===== src/verilog/rvga_pkg.sv =====
package rvga_pkg;

  // ****************************************
  // basic types
  // ****************************************

  typedef logic [31:0] rvga_word;
  typedef logic [4:0]  rvga_reg;

  localparam rvga_word RVGA_PC_STEP = 32'd4; // jal link offset.

  // ****************************************
  // opcodes
  // ****************************************

  localparam logic [6:0] OPC_OP     = 7'b0110011;
  localparam logic [6:0] OPC_OP_IMM = 7'b0010011;
  localparam logic [6:0] OPC_BRANCH = 7'b1100011;
  localparam logic [6:0] OPC_JAL    = 7'b1101111;

  // alu funct3.
  localparam logic [2:0] F3_ADD  = 3'b000; // add, sub, addi.
  localparam logic [2:0] F3_SLL  = 3'b001;
  localparam logic [2:0] F3_SLT  = 3'b010;
  localparam logic [2:0] F3_SLTU = 3'b011;
  localparam logic [2:0] F3_XOR  = 3'b100;
  localparam logic [2:0] F3_SR   = 3'b101; // srl and sra.
  localparam logic [2:0] F3_OR   = 3'b110;
  localparam logic [2:0] F3_AND  = 3'b111;

  // branch funct3.
  localparam logic [2:0] F3_BEQ  = 3'b000;
  localparam logic [2:0] F3_BNE  = 3'b001;
  localparam logic [2:0] F3_BLT  = 3'b100;
  localparam logic [2:0] F3_BGE  = 3'b101;
  localparam logic [2:0] F3_BLTU = 3'b110;
  localparam logic [2:0] F3_BGEU = 3'b111;

  // ****************************************
  // instruction word
  // ****************************************

  typedef struct packed {
    logic [6:0] funct7;
    rvga_reg    rs2;
    rvga_reg    rs1;
    logic [2:0] funct3;
    rvga_reg    rd;
    logic [6:0] opcode;
  } rvga_r_view;

  typedef struct packed {
    logic [11:0] imm;
    rvga_reg     rs1;
    logic [2:0]  funct3;
    rvga_reg     rd;
    logic [6:0]  opcode;
  } rvga_i_view;

  // B and J immediates are pieced together from the r view.
  typedef union packed {
    rvga_r_view r;
    rvga_i_view i;
  } rvga_instr_u;

endpackage : rvga_pkg


===== src/verilog/wb_cword_if.sv =====
`timescale 1ns/1ps

interface wb_cword_if
  import rvga_pkg::*;
();

  logic     v;
  rvga_word pc;
  rvga_reg  rd;
  logic     rd_w_v;
  logic     br_v;
  logic     jmp_v;
  logic     bru_result; // compare outcome.
  rvga_word result;     // alu result or target.

  modport exe (
    output v, pc, rd, rd_w_v, br_v, jmp_v, bru_result, result
  );

  modport wb (
    input v, pc, rd, rd_w_v, br_v, jmp_v, bru_result, result
  );

endinterface : wb_cword_if


===== src/verilog/rvga_regfile.sv =====
`timescale 1ns/1ps

module rvga_regfile
  import rvga_pkg::*;
(
  input  logic     clk_i,
  input  logic     rst_n_i,
  input  rvga_reg  rs1_i,
  input  rvga_reg  rs2_i,
  output rvga_word rs1_data_o,
  output rvga_word rs2_data_o,
  input  logic     w_v_i,
  input  rvga_reg  rd_i,
  input  rvga_word rd_data_i
);

  rvga_word regs [31:1]; // x0 is not stored.
  logic     w_en;

  assign w_en = w_v_i && (rd_i != '0);

  // write data is forwarded to a read of the same register.
  function automatic rvga_word read_port(input rvga_reg idx);
    rvga_word data;
    if (idx == '0) begin
      data = '0;
    end else if (w_en && (rd_i == idx)) begin
      data = rd_data_i;
    end else begin
      data = regs[idx];
    end
    return data;
  endfunction

  assign rs1_data_o = read_port(rs1_i);
  assign rs2_data_o = read_port(rs2_i);

  always_ff @(posedge clk_i or negedge rst_n_i) begin
    if (!rst_n_i) begin
      for (int k = 1; k < 32; k++) begin
        regs[k] <= '0;
      end
    end else if (w_en) begin
      regs[rd_i] <= rd_data_i;
    end
  end

endmodule : rvga_regfile


===== src/verilog/execute_stage.sv =====
`timescale 1ns/1ps

module execute_stage
  import rvga_pkg::*;
(
  input  logic        clk_i,
  input  logic        rst_n_i,
  input  logic        issue_v_i,
  input  rvga_instr_u instr_i,
  input  rvga_word    pc_i,
  output rvga_reg     rs1_o,
  output rvga_reg     rs2_o,
  input  rvga_word    rs1_data_i,
  input  rvga_word    rs2_data_i,
  wb_cword_if.exe     cword_o
);

  logic     is_op, is_op_imm, is_branch, is_jal;
  logic     alt_v;
  rvga_word i_imm, b_imm, j_imm;
  rvga_word op_b;
  logic [4:0] shamt;
  rvga_word alu_result;
  rvga_word result_n;
  logic     bru_n;
  logic     rd_w_v_n;

  assign rs1_o = instr_i.r.rs1;
  assign rs2_o = instr_i.r.rs2;

  // ****************************************
  // decode
  // ****************************************

  assign is_op     = (instr_i.r.opcode == OPC_OP);
  assign is_op_imm = (instr_i.r.opcode == OPC_OP_IMM);
  assign is_branch = (instr_i.r.opcode == OPC_BRANCH);
  assign is_jal    = (instr_i.r.opcode == OPC_JAL);

  assign i_imm = {{20{instr_i.i.imm[11]}}, instr_i.i.imm};
  assign b_imm = {{19{instr_i.r.funct7[6]}}, instr_i.r.funct7[6], instr_i.r.rd[0],
                  instr_i.r.funct7[5:0], instr_i.r.rd[4:1], 1'b0};
  assign j_imm = {{11{instr_i.r.funct7[6]}}, instr_i.r.funct7[6], instr_i.r.rs1,
                  instr_i.r.funct3, instr_i.r.rs2[0], instr_i.r.funct7[5:0],
                  instr_i.r.rs2[4:1], 1'b0};

  // sub only for OP, sra for both.
  assign alt_v = instr_i.r.funct7[5] && (is_op || (instr_i.r.funct3 == F3_SR));
  assign op_b  = is_op ? rs2_data_i : i_imm;
  assign shamt = op_b[4:0];

  // ****************************************
  // alu and branch unit
  // ****************************************

  always_comb begin
    case (instr_i.r.funct3)
      F3_ADD:  alu_result = alt_v ? (rs1_data_i - op_b) : (rs1_data_i + op_b);
      F3_SLL:  alu_result = rs1_data_i << shamt;
      F3_SLT:  alu_result = {31'b0, $signed(rs1_data_i) < $signed(op_b)};
      F3_SLTU: alu_result = {31'b0, rs1_data_i < op_b};
      F3_XOR:  alu_result = rs1_data_i ^ op_b;
      F3_SR:   alu_result = alt_v ? rvga_word'($signed(rs1_data_i) >>> shamt)
                                  : (rs1_data_i >> shamt);
      F3_OR:   alu_result = rs1_data_i | op_b;
      F3_AND:  alu_result = rs1_data_i & op_b;
      default: alu_result = '0;
    endcase
  end

  always_comb begin
    case (instr_i.r.funct3)
      F3_BEQ:  bru_n = (rs1_data_i == rs2_data_i);
      F3_BNE:  bru_n = (rs1_data_i != rs2_data_i);
      F3_BLT:  bru_n = ($signed(rs1_data_i) < $signed(rs2_data_i));
      F3_BGE:  bru_n = ($signed(rs1_data_i) >= $signed(rs2_data_i));
      F3_BLTU: bru_n = (rs1_data_i < rs2_data_i);
      F3_BGEU: bru_n = (rs1_data_i >= rs2_data_i);
      default: bru_n = 1'b0; // not a branch encoding.
    endcase
  end

  always_comb begin
    if (is_branch) begin
      result_n = pc_i + b_imm;
    end else if (is_jal) begin
      result_n = pc_i + j_imm;
    end else if (is_op || is_op_imm) begin
      result_n = alu_result;
    end else begin
      result_n = '0;
    end
  end

  assign rd_w_v_n = (is_op || is_op_imm || is_jal) && (instr_i.r.rd != '0);

  // ****************************************
  // control word register
  // ****************************************

  always_ff @(posedge clk_i or negedge rst_n_i) begin
    if (!rst_n_i) begin
      cword_o.v          <= 1'b0;
      cword_o.pc         <= '0;
      cword_o.rd         <= '0;
      cword_o.rd_w_v     <= 1'b0;
      cword_o.br_v       <= 1'b0;
      cword_o.jmp_v      <= 1'b0;
      cword_o.bru_result <= 1'b0;
      cword_o.result     <= '0;
    end else begin
      cword_o.v          <= issue_v_i;
      cword_o.pc         <= pc_i;
      cword_o.rd         <= instr_i.r.rd;
      cword_o.rd_w_v     <= issue_v_i && rd_w_v_n;
      cword_o.br_v       <= issue_v_i && is_branch;
      cword_o.jmp_v      <= issue_v_i && is_jal;
      cword_o.bru_result <= is_branch && bru_n;
      cword_o.result     <= result_n;
    end
  end

endmodule : execute_stage


===== src/verilog/writeback_stage.sv =====
`timescale 1ns/1ps

module writeback_stage
  import rvga_pkg::*;
(
  input  logic     clk_i,
  input  logic     rst_n_i,
  wb_cword_if.wb   cword_i,
  output rvga_word br_tgt_o,
  output logic     br_v_o,
  output logic     btaken_o,
  output rvga_reg  rd_o,
  output rvga_word rd_data_o,
  output logic     rd_w_v_o,
  output logic     trace_v_o,
  output rvga_word trace_pc_o,
  output rvga_word trace_rd_data_o
);

  rvga_word rd_data;
  logic     trace_v_r;
  rvga_word trace_pc_r;
  rvga_word trace_rd_data_r;

  // ****************************************
  // rd select and branch outcome
  // ****************************************

  always_comb begin
    if (cword_i.jmp_v) begin
      rd_data = cword_i.pc + RVGA_PC_STEP; // link address.
    end else begin
      rd_data = cword_i.result;
    end
  end

  assign rd_data_o = rd_data;
  assign rd_o      = cword_i.rd;
  assign rd_w_v_o  = cword_i.rd_w_v;

  assign br_v_o   = cword_i.br_v | cword_i.jmp_v;
  assign btaken_o = cword_i.jmp_v | (cword_i.br_v & cword_i.bru_result);
  assign br_tgt_o = cword_i.result; // same field for branch and jal.

  // ****************************************
  // debug trace
  // ****************************************

  always_ff @(posedge clk_i or negedge rst_n_i) begin
    if (!rst_n_i) begin
      trace_v_r       <= 1'b0;
      trace_pc_r      <= '0;
      trace_rd_data_r <= '0;
    end else begin
      trace_v_r       <= cword_i.v;
      trace_pc_r      <= cword_i.pc;
      trace_rd_data_r <= rd_data;
    end
  end

  assign trace_v_o       = trace_v_r;
  assign trace_pc_o      = trace_pc_r;
  assign trace_rd_data_o = trace_rd_data_r;

endmodule : writeback_stage


===== src/verilog/rvga_backend.sv =====
`timescale 1ns/1ps

module rvga_backend
  import rvga_pkg::*;
(
  input  logic     clk_i,
  input  logic     rst_n_i,

  // issue side.
  input  logic     issue_v_i,
  input  rvga_word instr_i,
  input  rvga_word pc_i,

  // writeback side.
  output rvga_word br_tgt_o,
  output logic     br_v_o,
  output logic     btaken_o,
  output rvga_reg  rd_o,
  output rvga_word rd_data_o,
  output logic     rd_w_v_o,

  // debug trace, two cycles after issue.
  output logic     trace_v_o,
  output rvga_word trace_pc_o,
  output rvga_word trace_rd_data_o
);

  rvga_reg  rs1, rs2;
  rvga_word rs1_data, rs2_data;

  wb_cword_if cword ();

  // ****************************************
  // register file
  // ****************************************

  rvga_regfile regfile (
    .clk_i      (clk_i),
    .rst_n_i    (rst_n_i),
    .rs1_i      (rs1),
    .rs2_i      (rs2),
    .rs1_data_o (rs1_data),
    .rs2_data_o (rs2_data),
    .w_v_i      (rd_w_v_o),  // write at end of writeback cycle.
    .rd_i       (rd_o),
    .rd_data_i  (rd_data_o)
  );

  // ****************************************
  // pipeline stages
  // ****************************************

  execute_stage exe (
    .clk_i      (clk_i),
    .rst_n_i    (rst_n_i),
    .issue_v_i  (issue_v_i),
    .instr_i    (instr_i),
    .pc_i       (pc_i),
    .rs1_o      (rs1),
    .rs2_o      (rs2),
    .rs1_data_i (rs1_data),
    .rs2_data_i (rs2_data),
    .cword_o    (cword.exe)
  );

  writeback_stage wb (
    .clk_i           (clk_i),
    .rst_n_i         (rst_n_i),
    .cword_i         (cword.wb),
    .br_tgt_o        (br_tgt_o),
    .br_v_o          (br_v_o),
    .btaken_o        (btaken_o),
    .rd_o            (rd_o),
    .rd_data_o       (rd_data_o),
    .rd_w_v_o        (rd_w_v_o),
    .trace_v_o       (trace_v_o),
    .trace_pc_o      (trace_pc_o),
    .trace_rd_data_o (trace_rd_data_o)
  );

endmodule : rvga_backend


===== config.mk =====
export PLATFORM = sky130hd
export DESIGN_NAME = rvga_backend
export DESIGN_NICKNAME = d
export VERILOG_FILES = /design/src/verilog/rvga_pkg.sv /design/src/verilog/wb_cword_if.sv /design/src/verilog/rvga_regfile.sv /design/src/verilog/execute_stage.sv /design/src/verilog/writeback_stage.sv /design/src/verilog/rvga_backend.sv
export SDC_FILE = /design/constraint.sdc
export NUM_CORES = 2
export LEC_CHECK = 0
export BUFFER_PORTS_ARGS = -buffer_cell sky130_fd_sc_hd__buf_2
export CELL_PAD_IN_SITES_DETAIL_PLACEMENT = 1
export CELL_PAD_IN_SITES_GLOBAL_PLACEMENT = 1
export CORE_ASPECT_RATIO = 0.6
export CORE_MARGIN = 10
export CORE_UTILIZATION = 30
export CTS_BUF_LIST = sky130_fd_sc_hd__clkbuf_4
export CTS_CLUSTER_SIZE = 40
export DETAILED_ROUTE_END_ITERATION = 16
export GPL_TIMING_DRIVEN = 0
export PLACE_DENSITY = 0.59
export SYNTH_ARGS = -nofsm -noshare
export SYNTH_HDL_FRONTEND = slang
export SYNTH_SLANG_ARGS = --single-unit

===== constraint.sdc =====
create_clock -name clk_i -period 5.95 [get_ports clk_i]
set_clock_uncertainty 0.05 [all_clocks]
set_input_delay 0.8925 -clock clk_i [delete_from_list [all_inputs] [get_ports clk_i]]
set_output_delay 0.8925 -clock clk_i [all_outputs]
set_load 0.02 [all_outputs]

==> reports/qor.yml <==
avgRoutedWirePerCell_um: 43.1
min_delay_path_depth: 5
ctsRootBufferMaster: "clkbuf_4"
tns_ps: -5140
synthSimpleGateAreaFrac: 0.113
die-height_um: 391
synth_xor_area_frac: 0.00967
synth_top_family_by_area: "multiplexers"
slew_headroom: -0.0748
synthesis.area_um2: 68800
synth-adder-area-share: 0.0326
leakage_nw: 36.5
synth_nets: 7100
drv_cap: 2
clkTransAtPathRegs_ps: 70
status: "finished, violations left"
vdd_ir_drop_max_v: 0.000141
vias: 70900
synthFlopType: "dfrtp_1"
first_pass_iters: 8
dieArea_um2: 250000
cp-end-kind: "flip-flop"
track_usage: 0.364
wl_um: 473000
yosysUniqueCellTypes: 85
viasPerCell: 6.46
rows: 136
ys_warn_count: 0
pre_cts_ws_ps: -5350
overflow: 0
cp_max_fo: 11
start_kind: "input pin"
drive_above_1_share: 0.274
ios: 204
yosysSeqAreaShare: 0.411
synthTopCellsByArea: "dfrtp_1 (41%), mux4_2 (17%), o21ai_0 (8.8%), nand2_1 (7.0%), mux2i_1 (3.7%)"
rsz0062_at_grt: "true"
yosysTopAreaCell: "dfrtp_1"
die_x_um: 638
path_cells: "buf_4 > buf_2 > clkbuf_4 > clkbuf_4 > o21ai_1 > a221oi_4 > buf_8 > ha_1 > nor2b_1 > o21ai_0 > nand3b_1 > a31oi_4 > a221oi_2 > o211a_1 > o31ai_4 > a2111o_1 > a221oi_4 > xnor2_2 > o211ai_1 > a21o_1"
ys_seq_elements: 1131
grt_pass1_wl_um: 620000
critPathMaxStageDelay_ps: 960
cts_buffer_depth: 4
drt_iter0_drc: 11500
synth_top_area_share: 0.411
areaGrowthSynthToFinish_pct: 25.0
hold_path.class: "in -> reg"
synth.area.mux_share: 0.218
first_global_vias: 67000
antenna_found_initial: 63
fin_util: 0.376
htree_levels: 5
core_um2: 229000
power_mw: 19.6
synth_async_sr_flop_share: 1.00
worstSetupPathType: "in -> reg"
fin_ws_ps: -701
gp_congestion: 1.06
portBuffers: 203
drc: 0
setup_viol: 22
cts_tree: "built"
postRouteAntennaNets: 0
grt_max_degree: 170
slew_viol_final: 4
synth_compound_area_frac: 0.171
tritoncts_num_sinks: 1131
fmax_mhz: 150
cts_buffers: 312
start_util: 0.301
clkLatencyLatePin_ps: 1340
reg2reg_depth: 15
layout_min_cycle_time_ps: 6650
syn_inst: 6856
hpwlAfterDp_um: 359000
synth.avg_cell_area_um2: 10.0
slowest_stage: "o211ai_1"
hold_viol: 0
synth-edff-count: 0
required_ps: 7110
cp_data_arrival_time_ps: 7820
fin_nets: 7939
fin_crit_sh: 1.12
worst_pin_slew_ps: 1600
violations: "max-capacitance violations, max-slew violations, negative setup slack"
power_density_nw_per_um2: 228
[kinds of logic after synthesis]
group	Yosys count
compound gates	1998
xor+xnor	76
fa+ha+maj	177
buf+inv	783
flops	1131
mux	847
simple gates	1844
[Yosys cell counts (all sizes together) (12+ instances only)]
cell type     n
a31oi        35
o2bb2ai      13
o21ai      1213
o21a         21
mux2         79
a221oi       40
a22oi        29
a211oi       60
inv         155
o22ai        24
o21bai       24
nand2b       30
nor4         14
nor3         66
o211ai       39
mux4        512
a21oi       199
xnor2        52
a221o        14
clkbuf      485
ha          173
o221ai       13
or3          16
nand4        26
a21o         71
a22o         39
nor2b        34
buf         139
nor2        204
and3         26
mux2i       256
dfrtp      1131
and2         23
xor2         24
o31ai        25
nand3        62
a211o        25
nand2      1282
or2          17
a21boi       12
[where the power goes]
part           internal (mW)  total, mW  leakage (nW)  switching (mW)
combinational           1.19       4.01          18.6            2.82
sequential              7.75       7.83          15.6          0.0818
clock                   3.84       7.78          2.31            3.94
[metal layers]
layer | GRT usage | vias to the layer above | routed length (um)
met1 | 0.514 | 37400 | 203000
li1 | - | 27000 | -
met2 | 0.400 | 5558 | 156000
met4 | 0.118 | 46 | 16800
met5 | 0.0407 | - | 1750
met3 | 0.275 | 913 | 94800
[critical path, delay by kind of cell]
kind	cells	cell delay, ps
fa+ha+maj	1	270
simple gates	2	310
xor+xnor	1	130
buf+inv	5	2210
compound gates	11	3890
[what timing repair did]
action / in CTS / in global routing
buffers inserted: 138 / 109
cloned: 5 / 2
endpoints found under the setup margin: 49 / 27
resized for setup: 800 / 214
hold buffers: 41 / 0
pin swaps: 79 / 76
endpoints found under the hold margin: 150 / 0
[through the flow]
step	hold slack, ps	cell area (um2)	std cells
2_1_floorplan	281	69200	6856
3_3_place_gp	289	74100	10100
3_5_place_dp	287	75400	10200
4_1_cts	57.4	84200	10800
5_1_grt	190	86000	11000
6_report	178	86000	11000
[cell type report]
class | count | area [um2]
Antenna cell | 43 | 108
Buffer | 592 | 4560
Clock buffer | 437 | 3280
Clock inverter | 79 | 609
Fill cell | 25600 | 143000
Inverter | 159 | 659
Multi-Input combinational cell | 4942 | 39900
Sequential cell | 1131 | 28300
Tap cell | 3036 | 3800
Timing Repair Buffer | 557 | 4750
[final timing paths]
path / startpoint / endpoint / slack (ps)
min reg2reg: exe.cword_o.v / wb.trace_v_o / 320
min: instr_i[21] / exe.cword_o.result[1] / 180
max in group asynchronous: rst_n_i / regfile.regs[956] / 2800
max: instr_i[18] / exe.cword_o.result[30] / -700
max reg2reg: regfile.regs[833] / exe.cword_o.result[22] / -650
min in group asynchronous: rst_n_i / regfile.regs[123] / 200
[layout by cell type (no fill, tap or decap), types with 35 or more instances in the layout]
master	count
a211oi_1	51
a21o_1	66
a21oi_1	175
a22o_1	39
buf_12	56
buf_16	48
buf_2	219
buf_4	256
buf_6	36
buf_8	40
clkbuf_1	356
clkbuf_4	455
clkinv_1	53
dfrtp_1	1106
diode_2	43
dlygate4sd3_1	41
ha_1	145
inv_1	134
mux2_2	77
mux2i_1	209
mux4_2	512
nand2_1	1275
nand3_1	59
nor2_1	195
nor3_1	55
o211ai_1	39
o21ai_0	1161
xnor2_1	35
[flip-flops by register name, indices dropped and copies added, names as in the netlist]
name / flops
exe.cword_o.br_v: 1
exe.cword_o.rd_w_v: 1
exe.cword_o.rd: 5
wb.trace_rd_data_o: 32
exe.cword_o.v: 1
exe.cword_o.pc: 32
exe.cword_o.bru_result: 1
exe.cword_o.jmp_v: 1
exe.cword_o.result: 32
regfile.regs: 992
wb.trace_v_o: 1
wb.trace_pc_o: 32
Power figures use the tool's default switching activity.
